`src/bus_pkg.sv`:
```
////////////////////////////////////////
//
// processor bus package
// unit codes, microinstruction layout and
// the active-low control line bundles
//
////////////////////////////////////////

package bus_pkg;

   // width of the IR offset placed below the PC page bits
   localparam int AGL_OFFSET_W = 10;

   // read unit codes
   // 6 and 7 are unused, 8 to 15 belong to the ALU
   typedef enum logic [3:0] {
      RU_IDLE = 4'd0,
      RU_EXT  = 4'd1,
      RU_AGL  = 4'd2,
      RU_PC   = 4'd3,
      RU_DR   = 4'd4,
      RU_AC   = 4'd5
   } runit_e;

   // write unit codes, 0 and 1 are unused
   typedef enum logic [2:0] {
      WU_AR  = 3'd2,
      WU_PC  = 3'd3,
      WU_IR  = 3'd4,
      WU_DR  = 3'd5,
      WU_AC  = 3'd6,
      WU_ALU = 3'd7
   } wunit_e;

   // alu operations, same bits as the low part of read codes 8 to 15
   typedef enum logic [2:0] {
      OP_ADD = 3'd0,
      OP_SUB = 3'd1,
      OP_AND = 3'd2,
      OP_OR  = 3'd3,
      OP_XOR = 3'd4,
      OP_NOT = 3'd5,
      OP_SHL = 3'd6,
      OP_SHR = 3'd7
   } alu_op_e;

   // read field seen by the unit decoder
   typedef struct packed {
      logic       zero;
      logic [2:0] sel;
   } read_unit_t;

   // read field seen by the alu
   typedef struct packed {
      logic    alu;
      alu_op_e op;
   } read_alu_t;

   // one read field, two decodings
   typedef union packed {
      read_unit_t unit;
      read_alu_t  alu;
   } read_field_u;

   typedef struct packed {
      read_field_u rd;
      wunit_e      wr;
   } micro_t;

   // active-low read enables, next is the external port
   typedef struct packed {
      logic next;
      logic nragl;
      logic nrpc;
      logic nrdr;
      logic nrac;
   } read_lines_t;

   // active-low write strobes
   typedef struct packed {
      logic nwar;
      logic nwpc;
      logic nwir;
      logic nwdr;
      logic nwac;
      logic nwalu;
   } write_lines_t;

   // every line inactive
   localparam read_lines_t  RLINES_OFF = '1;
   localparam write_lines_t WLINES_OFF = '1;

endpackage

```
`src/unit_decoder.sv`:
```
////////////////////////////////////////
//
// unit decoder
// turns the read and write unit fields into
// active-low enables, all high in reset or
// while the unit control enable is off
//
////////////////////////////////////////

module unit_decoder
   import bus_pkg::*;
(
   input  logic         clk5,
   input  logic         rst_n,
   input  logic         nuce,
   input  micro_t       ucode,
   output read_lines_t  rlines,
   output write_lines_t wlines
);

   // lines may only be driven when out of reset and enabled
   logic lines_on;

   assign lines_on = rst_n && !nuce;

   ////////////////////////////////////////
   // read side
   ////////////////////////////////////////

   // only the lower half of the codes is decoded here
   // the upper half is picked up by the alu through its own view
   always_comb begin
      rlines = RLINES_OFF;
      if (lines_on && !ucode.rd.unit.zero) begin
         case (runit_e'({1'b0, ucode.rd.unit.sel}))
            RU_IDLE: rlines = RLINES_OFF;
            RU_EXT:  rlines.next  = 1'b0;
            RU_AGL:  rlines.nragl = 1'b0;
            RU_PC:   rlines.nrpc  = 1'b0;
            RU_DR:   rlines.nrdr  = 1'b0;
            RU_AC:   rlines.nrac  = 1'b0;
            // codes 6 and 7 drive nothing
            default: rlines = RLINES_OFF;
         endcase
      end
   end

   ////////////////////////////////////////
   // write side
   ////////////////////////////////////////

   // strobes act as clock enables, sampled at the next clk5 edge
   always_comb begin
      wlines = WLINES_OFF;
      if (lines_on) begin
         case (ucode.wr)
            WU_AR:   wlines.nwar  = 1'b0;
            WU_PC:   wlines.nwpc  = 1'b0;
            WU_IR:   wlines.nwir  = 1'b0;
            WU_DR:   wlines.nwdr  = 1'b0;
            WU_AC:   wlines.nwac  = 1'b0;
            WU_ALU:  wlines.nwalu = 1'b0;
            default: wlines = WLINES_OFF;
         endcase
      end
   end

   // bus contention would show up as two enables at once
   a_one_reader: assert property (@(posedge clk5) disable iff (!rst_n)
      $onehot0(~rlines));

   a_one_writer: assert property (@(posedge clk5) disable iff (!rst_n)
      $onehot0(~wlines));

   // decoder outputs released while units are disabled
   a_nuce_idle: assert property (@(posedge clk5) disable iff (!rst_n)
      nuce |-> (rlines == RLINES_OFF) && (wlines == WLINES_OFF));

endmodule

```
`src/bus_registers.sv`:
```
////////////////////////////////////////
//
// bus registers
// AR, PC, IR, DR and AC loaded from the
// data bus, plus the paged AGL address
//
////////////////////////////////////////

module bus_registers
   import bus_pkg::*;
#(
   parameter int word_w = 16
) (
   input  logic               clk5,
   input  logic               rst_n,
   input  write_lines_t       wlines,
   input  logic [word_w-1:0]  dbus,
   output logic [word_w-1:0]  ar,
   output logic [word_w-1:0]  pc,
   output logic [word_w-1:0]  ir,
   output logic [word_w-1:0]  dr,
   output logic [word_w-1:0]  ac,
   output logic [word_w-1:0]  agl
);

   // the page field needs room above the offset
   if (word_w < 12) begin : g_width_check
      $error("bus_registers: word_w must be at least 12");
   end

   ////////////////////////////////////////
   // register file
   ////////////////////////////////////////

   // each register takes the bus value seen during the strobe cycle
   always_ff @(posedge clk5 or negedge rst_n) begin
      if (!rst_n) begin
         ar <= '0;
         pc <= '0;
         ir <= '0;
         dr <= '0;
         ac <= '0;
      end else begin
         // address register
         if (!wlines.nwar) begin
            ar <= dbus;
         end
         // program counter, no increment logic here
         if (!wlines.nwpc) begin
            pc <= dbus;
         end
         // instruction register
         if (!wlines.nwir) begin
            ir <= dbus;
         end
         // data register
         if (!wlines.nwdr) begin
            dr <= dbus;
         end
         // accumulator, also feeds the alu
         if (!wlines.nwac) begin
            ac <= dbus;
         end
      end
   end

   ////////////////////////////////////////
   // address generation
   ////////////////////////////////////////

   // page bits from the PC, offset from the instruction
   assign agl = {pc[word_w-1:AGL_OFFSET_W], ir[AGL_OFFSET_W-1:0]};

   // a register holds its value across any edge where its strobe was high
   property p_hold(logic nstrobe, logic [word_w-1:0] q);
      @(posedge clk5) disable iff (!rst_n)
         nstrobe |=> $stable(q);
   endproperty

   a_ar_hold: assert property (p_hold(wlines.nwar, ar));
   a_pc_hold: assert property (p_hold(wlines.nwpc, pc));
   a_ir_hold: assert property (p_hold(wlines.nwir, ir));
   a_dr_hold: assert property (p_hold(wlines.nwdr, dr));
   a_ac_hold: assert property (p_hold(wlines.nwac, ac));

endmodule

```
`src/alu_unit.sv`:
```
////////////////////////////////////////
//
// alu unit
// B operand latch and eight operations on
// AC and B, read through read codes 8 to 15
//
////////////////////////////////////////

module alu_unit
   import bus_pkg::*;
#(
   parameter int word_w = 16
) (
   input  logic               clk5,
   input  logic               rst_n,
   input  logic               nuce,
   input  logic               nwalu,
   input  read_field_u        ucode_rd,
   input  logic [word_w-1:0]  ac,
   input  logic [word_w-1:0]  dbus,
   output logic [word_w-1:0]  result,
   output logic               result_en
);

   // second operand, AC is the first
   logic [word_w-1:0] b_q;

   ////////////////////////////////////////
   // operand latch
   ////////////////////////////////////////

   always_ff @(posedge clk5 or negedge rst_n) begin
      if (!rst_n) begin
         b_q <= '0;
      end else if (!nwalu) begin
         b_q <= dbus;
      end
   end

   ////////////////////////////////////////
   // operations
   ////////////////////////////////////////

   // all results wrap to word_w bits
   always_comb begin
      case (ucode_rd.alu.op)
         OP_ADD:  result = ac + b_q;
         OP_SUB:  result = ac - b_q;
         OP_AND:  result = ac & b_q;
         OP_OR:   result = ac | b_q;
         OP_XOR:  result = ac ^ b_q;
         OP_NOT:  result = ~ac;
         // shifts only touch AC, zero filled
         OP_SHL:  result = ac << 1;
         OP_SHR:  result = ac >> 1;
         default: result = '0;
      endcase
   end

   // the alu owns the upper half of the read codes
   // so it decides its own read enable from the union flag
   assign result_en = ucode_rd.alu.alu && !nuce && rst_n;

endmodule

```
`src/data_bus.sv`:
```
////////////////////////////////////////
//
// data bus
// selects the one enabled source, reads
// all ones when nothing drives it
//
////////////////////////////////////////

module data_bus
   import bus_pkg::*;
#(
   parameter int word_w = 16
) (
   input  read_lines_t        rlines,
   input  logic [word_w-1:0]  ext_data,
   input  logic [word_w-1:0]  agl,
   input  logic [word_w-1:0]  pc,
   input  logic [word_w-1:0]  dr,
   input  logic [word_w-1:0]  ac,
   input  logic [word_w-1:0]  alu_result,
   input  logic               alu_en,
   output logic [word_w-1:0]  dbus
);

   // stands in for the tri-state drivers on a pulled-up bus
   always_comb begin
      // pull-ups win when the bus floats
      dbus = '1;
      if (alu_en) begin
         dbus = alu_result;
      end else if (!rlines.next) begin
         // testbench load port
         dbus = ext_data;
      end else if (!rlines.nragl) begin
         dbus = agl;
      end else if (!rlines.nrpc) begin
         dbus = pc;
      end else if (!rlines.nrdr) begin
         dbus = dr;
      end else if (!rlines.nrac) begin
         dbus = ac;
      end
   end

   // alu and decoder come from the same read field and must never overlap
   always_comb begin
      a_no_overlap: assert final (!alu_en || (rlines == RLINES_OFF))
         else $error("data_bus: alu and a register unit drive the bus together");
   end

endmodule

```
`src/processor_bus.sv`:
```
////////////////////////////////////////
//
// processor bus top level
// decoder, bus registers, alu and data bus
//
////////////////////////////////////////

module processor_bus
   import bus_pkg::*;
#(
   parameter int word_w = 16
) (
   input  logic               clk5,
   input  logic               rst_n,
   input  logic               nuce,
   input  micro_t             ucode,
   input  logic [word_w-1:0]  ext_data,
   output logic [word_w-1:0]  dbus,
   output logic [word_w-1:0]  ar,
   output logic [word_w-1:0]  pc,
   output logic [word_w-1:0]  ir,
   output logic [word_w-1:0]  dr,
   output logic [word_w-1:0]  ac,
   output read_lines_t        rlines,
   output write_lines_t       wlines
);

   // paged address from AGL
   logic [word_w-1:0] agl;
   // alu output and its bus enable
   logic [word_w-1:0] alu_result;
   logic              alu_en;

   unit_decoder u_unit_decoder (
      .clk5   (clk5),
      .rst_n  (rst_n),
      .nuce   (nuce),
      .ucode  (ucode),
      .rlines (rlines),
      .wlines (wlines)
   );

   bus_registers #(.word_w(word_w)) u_bus_registers (
      .clk5   (clk5),
      .rst_n  (rst_n),
      .wlines (wlines),
      .dbus   (dbus),
      .ar     (ar),
      .pc     (pc),
      .ir     (ir),
      .dr     (dr),
      .ac     (ac),
      .agl    (agl)
   );

   // the alu sees the read field directly, not the decoder lines
   alu_unit #(.word_w(word_w)) u_alu_unit (
      .clk5      (clk5),
      .rst_n     (rst_n),
      .nuce      (nuce),
      .nwalu     (wlines.nwalu),
      .ucode_rd  (ucode.rd),
      .ac        (ac),
      .dbus      (dbus),
      .result    (alu_result),
      .result_en (alu_en)
   );

   data_bus #(.word_w(word_w)) u_data_bus (
      .rlines     (rlines),
      .ext_data   (ext_data),
      .agl        (agl),
      .pc         (pc),
      .dr         (dr),
      .ac         (ac),
      .alu_result (alu_result),
      .alu_en     (alu_en),
      .dbus       (dbus)
   );

endmodule

```
`config.mk`:
```
export PLATFORM = sky130hd
export DESIGN_NAME = processor_bus
export DESIGN_NICKNAME = d
export VERILOG_FILES = /design/src/bus_pkg.sv /design/src/unit_decoder.sv /design/src/bus_registers.sv /design/src/alu_unit.sv /design/src/data_bus.sv /design/src/processor_bus.sv
export SDC_FILE = /design/constraint.sdc
export NUM_CORES = 1
export LEC_CHECK = 0
export ABC_AREA = 1
export BUFFER_PORTS_ARGS = -buffer_cell sky130_fd_sc_hd__buf_2
export CAP_MARGIN = 20
export CORE_ASPECT_RATIO = 0.9
export CORE_MARGIN = 10
export CORE_UTILIZATION = 27
export CTS_CLUSTER_SIZE = 10
export DETAILED_ROUTE_END_ITERATION = 8
export PLACE_DENSITY_LB_ADDON = 0.1
export SLEW_MARGIN = 25
export SYNTH_ARGS = -nofsm -noshare
export SYNTH_HDL_FRONTEND = slang
export SYNTH_SLANG_ARGS = --single-unit
```
`constraint.sdc`:
```
create_clock -name clk5 -period 3.4 [get_ports clk5]
set_clock_uncertainty 0.05 [all_clocks]
set_input_delay 0.34 -clock clk5 [delete_from_list [all_inputs] [get_ports clk5]]
set_output_delay 0.34 -clock clk5 [all_outputs]
set_load 0.02 [all_outputs]
```
==> results_dict.tcl <==
set metrics [dict create \
    design_area_sq_mm 0.00927 \
    ant_nets 0 \
    drv_cap 0 \
    p_leak_uw 0.00473 \
    critPathKind "flop to output port" \
    crit_required_ps 3010 \
    gp_congestion 0.827 \
    cts_buffer_depth 2 \
    syn_inst 963 \
    path_delay_family "simple AND/OR/NAND/NOR gates" \
    tightest_slew_ps 702 \
    p_per_area_mw_per_mm2 633 \
    drtIter0Drc 493 \
    synth_ff_type "dfrtp_1" \
    worstRegToRegCells 26 \
    crit_fanout 3 \
    status "finished, violations left" \
    cp-end-kind "output port" \
    hold_viol_final 0 \
    hold_buffers 0 \
    core-area_sq_mm 0.0244 \
    clock-sinks 96 \
    die_y_um 170 \
    tritoncts "yes" \
    grt_start_max_net_pins 51 \
    grt_pass1_wl_mm 42.6 \
    failed_checks "negative setup slack" \
    start_util 0.276 \
    stdcell_count 1522 \
    critPathMostFrequentCell "nand2_1" \
    die_area_sq_mm 0.0317 \
    cts_root_buf "clkbuf_16" \
    portBuffers 132 \
    arrival_ps 3330 \
    die_w_um 187 \
    worstPathCellList "inv_2 > ha_4 > inv_2 > nor2_4 > nand3_4 > nor3_4 > nand3_2 > buf_6 > o31ai_4 > xor2_1 > ha_1 > nand2_1 > nand2_1 > a21oi_1 > nand2_1 > a21oi_2 > nand2_1 > nand2_1 > nand2_1 > nand2_1 > nand2_1 > nand2_4 > buf_6" \
    seq_area_frac_synth 0.356 \
    antenna_found_initial 0 \
    yosys-top-cells-area "dfrtp_1 (36%), nand2_1 (22%), ha_1 (8.9%)" \
    finalSetupViolCount 6 \
    dp.cells 1490 \
    period_share 1.10 \
    synth_edf_count 0 \
    synth_seq_cells 96 \
    r2r-end "u_bus_registers.ac[15]$_DFFE_PN0N_" \
    routed_wl_mm 27.7 \
    overflow 0 \
    synth_nets 1038 \
    htree_levels 3 \
    synth_warnings 0 \
    dp_hpwl_mm 21.7 \
    ys_types 45 \
    drc_errors 0 \
    via_per_inst 4.66 \
    synthArstFlopShare 1.00 \
    hp-class "input port to async pin" \
    routedWlPerCell_um 18.2 \
    area_growth_pct 37.5 \
    layout.nets 1256 \
    fmax_mhz 269 \
    slew_headroom 0.532 \
    diodes 0 \
    peakVddDrop_uv 260 \
    rsz0062_at_grt "yes" \
    vias 7099 \
    r2r_setup_slack_ps 120 \
    numCtsBuffers 9 \
    rows 54 \
    finalMaxSlewViolations 0 \
    layout_setup_ws_ps -323 \
    placed_area_sq_mm 0.00836 \
    yosysTopAreaCellShare 0.356 \
    drive_above_1_share 0.311 \
    syn_area_sq_mm 0.00674 \
    clk_pin_slew_ps 80 \
    cp.buffers_inverters 4 \
    cp_slowest_cell "dfrtp_1" \
    firstDrtPassIters 5 \
    track_usage 0.169 \
    timing.rr.start "u_alu_unit.b_q[0]$_DFFE_PN0N_" \
    syn_area_per_cell_sq_um 7.00 \
    io-pin-count 133 \
    clock_latency_ps 360 \
    grt_pass1_vias 7073 \
    hold_ws_ps 99.3 \
    fin_crit_ps 3720 \
    crit_path_start_kind "flop" \
    yosysTopAreaCell "dfrtp_1" \
    max_stage_delay_ps 390 \
]
[how the worst max path moves through the flow]
stage / from / endpoint / slack, ps / cells after the start
after detailed placement: u_alu_unit.b_q[0]$_DFFE_PN0N_ / dbus[15] / -340 / 21
after floorplan: u_alu_unit.b_q[0]$_DFFE_PN0N_ / dbus[15] / 280 / 20
after global placement: u_alu_unit.b_q[0]$_DFFE_PN0N_ / dbus[15] / -200 / 21
after CTS: u_alu_unit.b_q[1]$_DFFE_PN0N_ / dbus[14] / -460 / 23
after global routing: u_alu_unit.b_q[0]$_DFFE_PN0N_ / dbus[14] / -540 / 23
final: u_alu_unit.b_q[0]$_DFFE_PN0N_ / dbus[15] / -320 / 23
[state kept, by name, indices dropped and copies added, names as in the netlist]
name / flops
u_alu_unit.b_q: 16
u_bus_registers.ac: 16
u_bus_registers.ar: 16
u_bus_registers.dr: 16
u_bus_registers.ir: 16
u_bus_registers.pc: 16
[metrics by stage]
step | TNS, ps | utilization | power, uW | setup slack, ps
after floorplan | 0 | - | 3190 | 283
after global placement | -458 | 0.343 | 4350 | -199
after detailed placement | -2600 | 0.343 | 4350 | -340
after CTS | -2150 | 0.372 | 5740 | -462
after global routing | -4340 | 0.380 | 6310 | -543
final | -1360 | 0.380 | 5870 | -323
[layer usage]
metal / track usage / wire, um / vias to the layer above
met5: 0 / 0 / -
met4: 0.0291 / 165 / 0
met3: 0.0390 / 1750 / 13
met2: 0.256 / 11800 / 177
met1: 0.241 / 13900 / 3347
li1: - / - / 3562
[power breakdown]
| part | internal (uW) | switching [uW] |
|---|---|---|
| clock | 579 | 491 |
| sequential | 1410 | 291 |
| combinational | 1260 | 1840 |
| total | 3250 | 2620 |
[repair_timing]
action                     4_1_cts  5_1_grt
pin swaps                       39       25
gates resized for setup         91       53
buffers inserted                17        4
cloned                           0        0
setup endpoints to repair       31       38
[kinds of logic after synthesis]
group / count (synthesis) / synth area share
and+or+nand+nor: 539 / 0.325
AOI/OAI and AO/OA: 140 / 0.133
buffers and inverters: 122 / 0.0707
DFF: 96 / 0.356
adders and majority gates: 49 / 0.0920
xor gates and xnor gates: 17 / 0.0221
[cell type report]
type                       instances  area, sq um
clock buffer                       9          225
clock inverter                     7         76.3
fill                            2633        15100
inverter                          94          355
multi-input combinational        745         4250
sequential                        96         2400
tap                              336          420
timing repair buffer             235         1540
[cells in the mapped netlist, types with 2 or more instances]
cell       number
and2_1          2
or2_2           4
buf_2           6
o31ai_1         2
nand3_1        37
clkbuf_1       17
o221ai_1       15
nor2_1         65
buf_1           2
a21oi_1        23
nand2_1       399
a31oi_1         8
nor3_1          9
nand4_1         3
nor2_4          3
a211oi_1        4
o21a_1          2
nor3_2          4
nand2_2         9
o211ai_1       12
o21bai_1        2
xor2_1         16
o21ai_2         2
a221oi_1        3
dfrtp_1        96
inv_1          87
ha_1           48
o2111ai_1       3
buf_4           3
o22ai_1        12
inv_2           6
o21ai_0        46
[cell usage in the layout (no fill, tap or decap), types with 12 or more instances in the layout]
cell type | synthesis | layout
a21oi_1 | 23 | 15
ha_1 | 48 | 42
nand3_1 | 37 | 32
o21ai_0 | 46 | 36
inv_2 | 6 | 14
buf_2 | 6 | 121
nand2_2 | 9 | 39
o22ai_1 | 12 | 12
dfrtp_1 | 96 | 95
inv_1 | 87 | 78
o221ai_1 | 15 | 15
buf_6 | 0 | 20
o211ai_1 | 12 | 12
nand2_1 | 399 | 362
buf_4 | 3 | 94
nor2_1 | 65 | 58
xor2_1 | 16 | 16
Note: power is estimated with default switching activity, not from simulation.
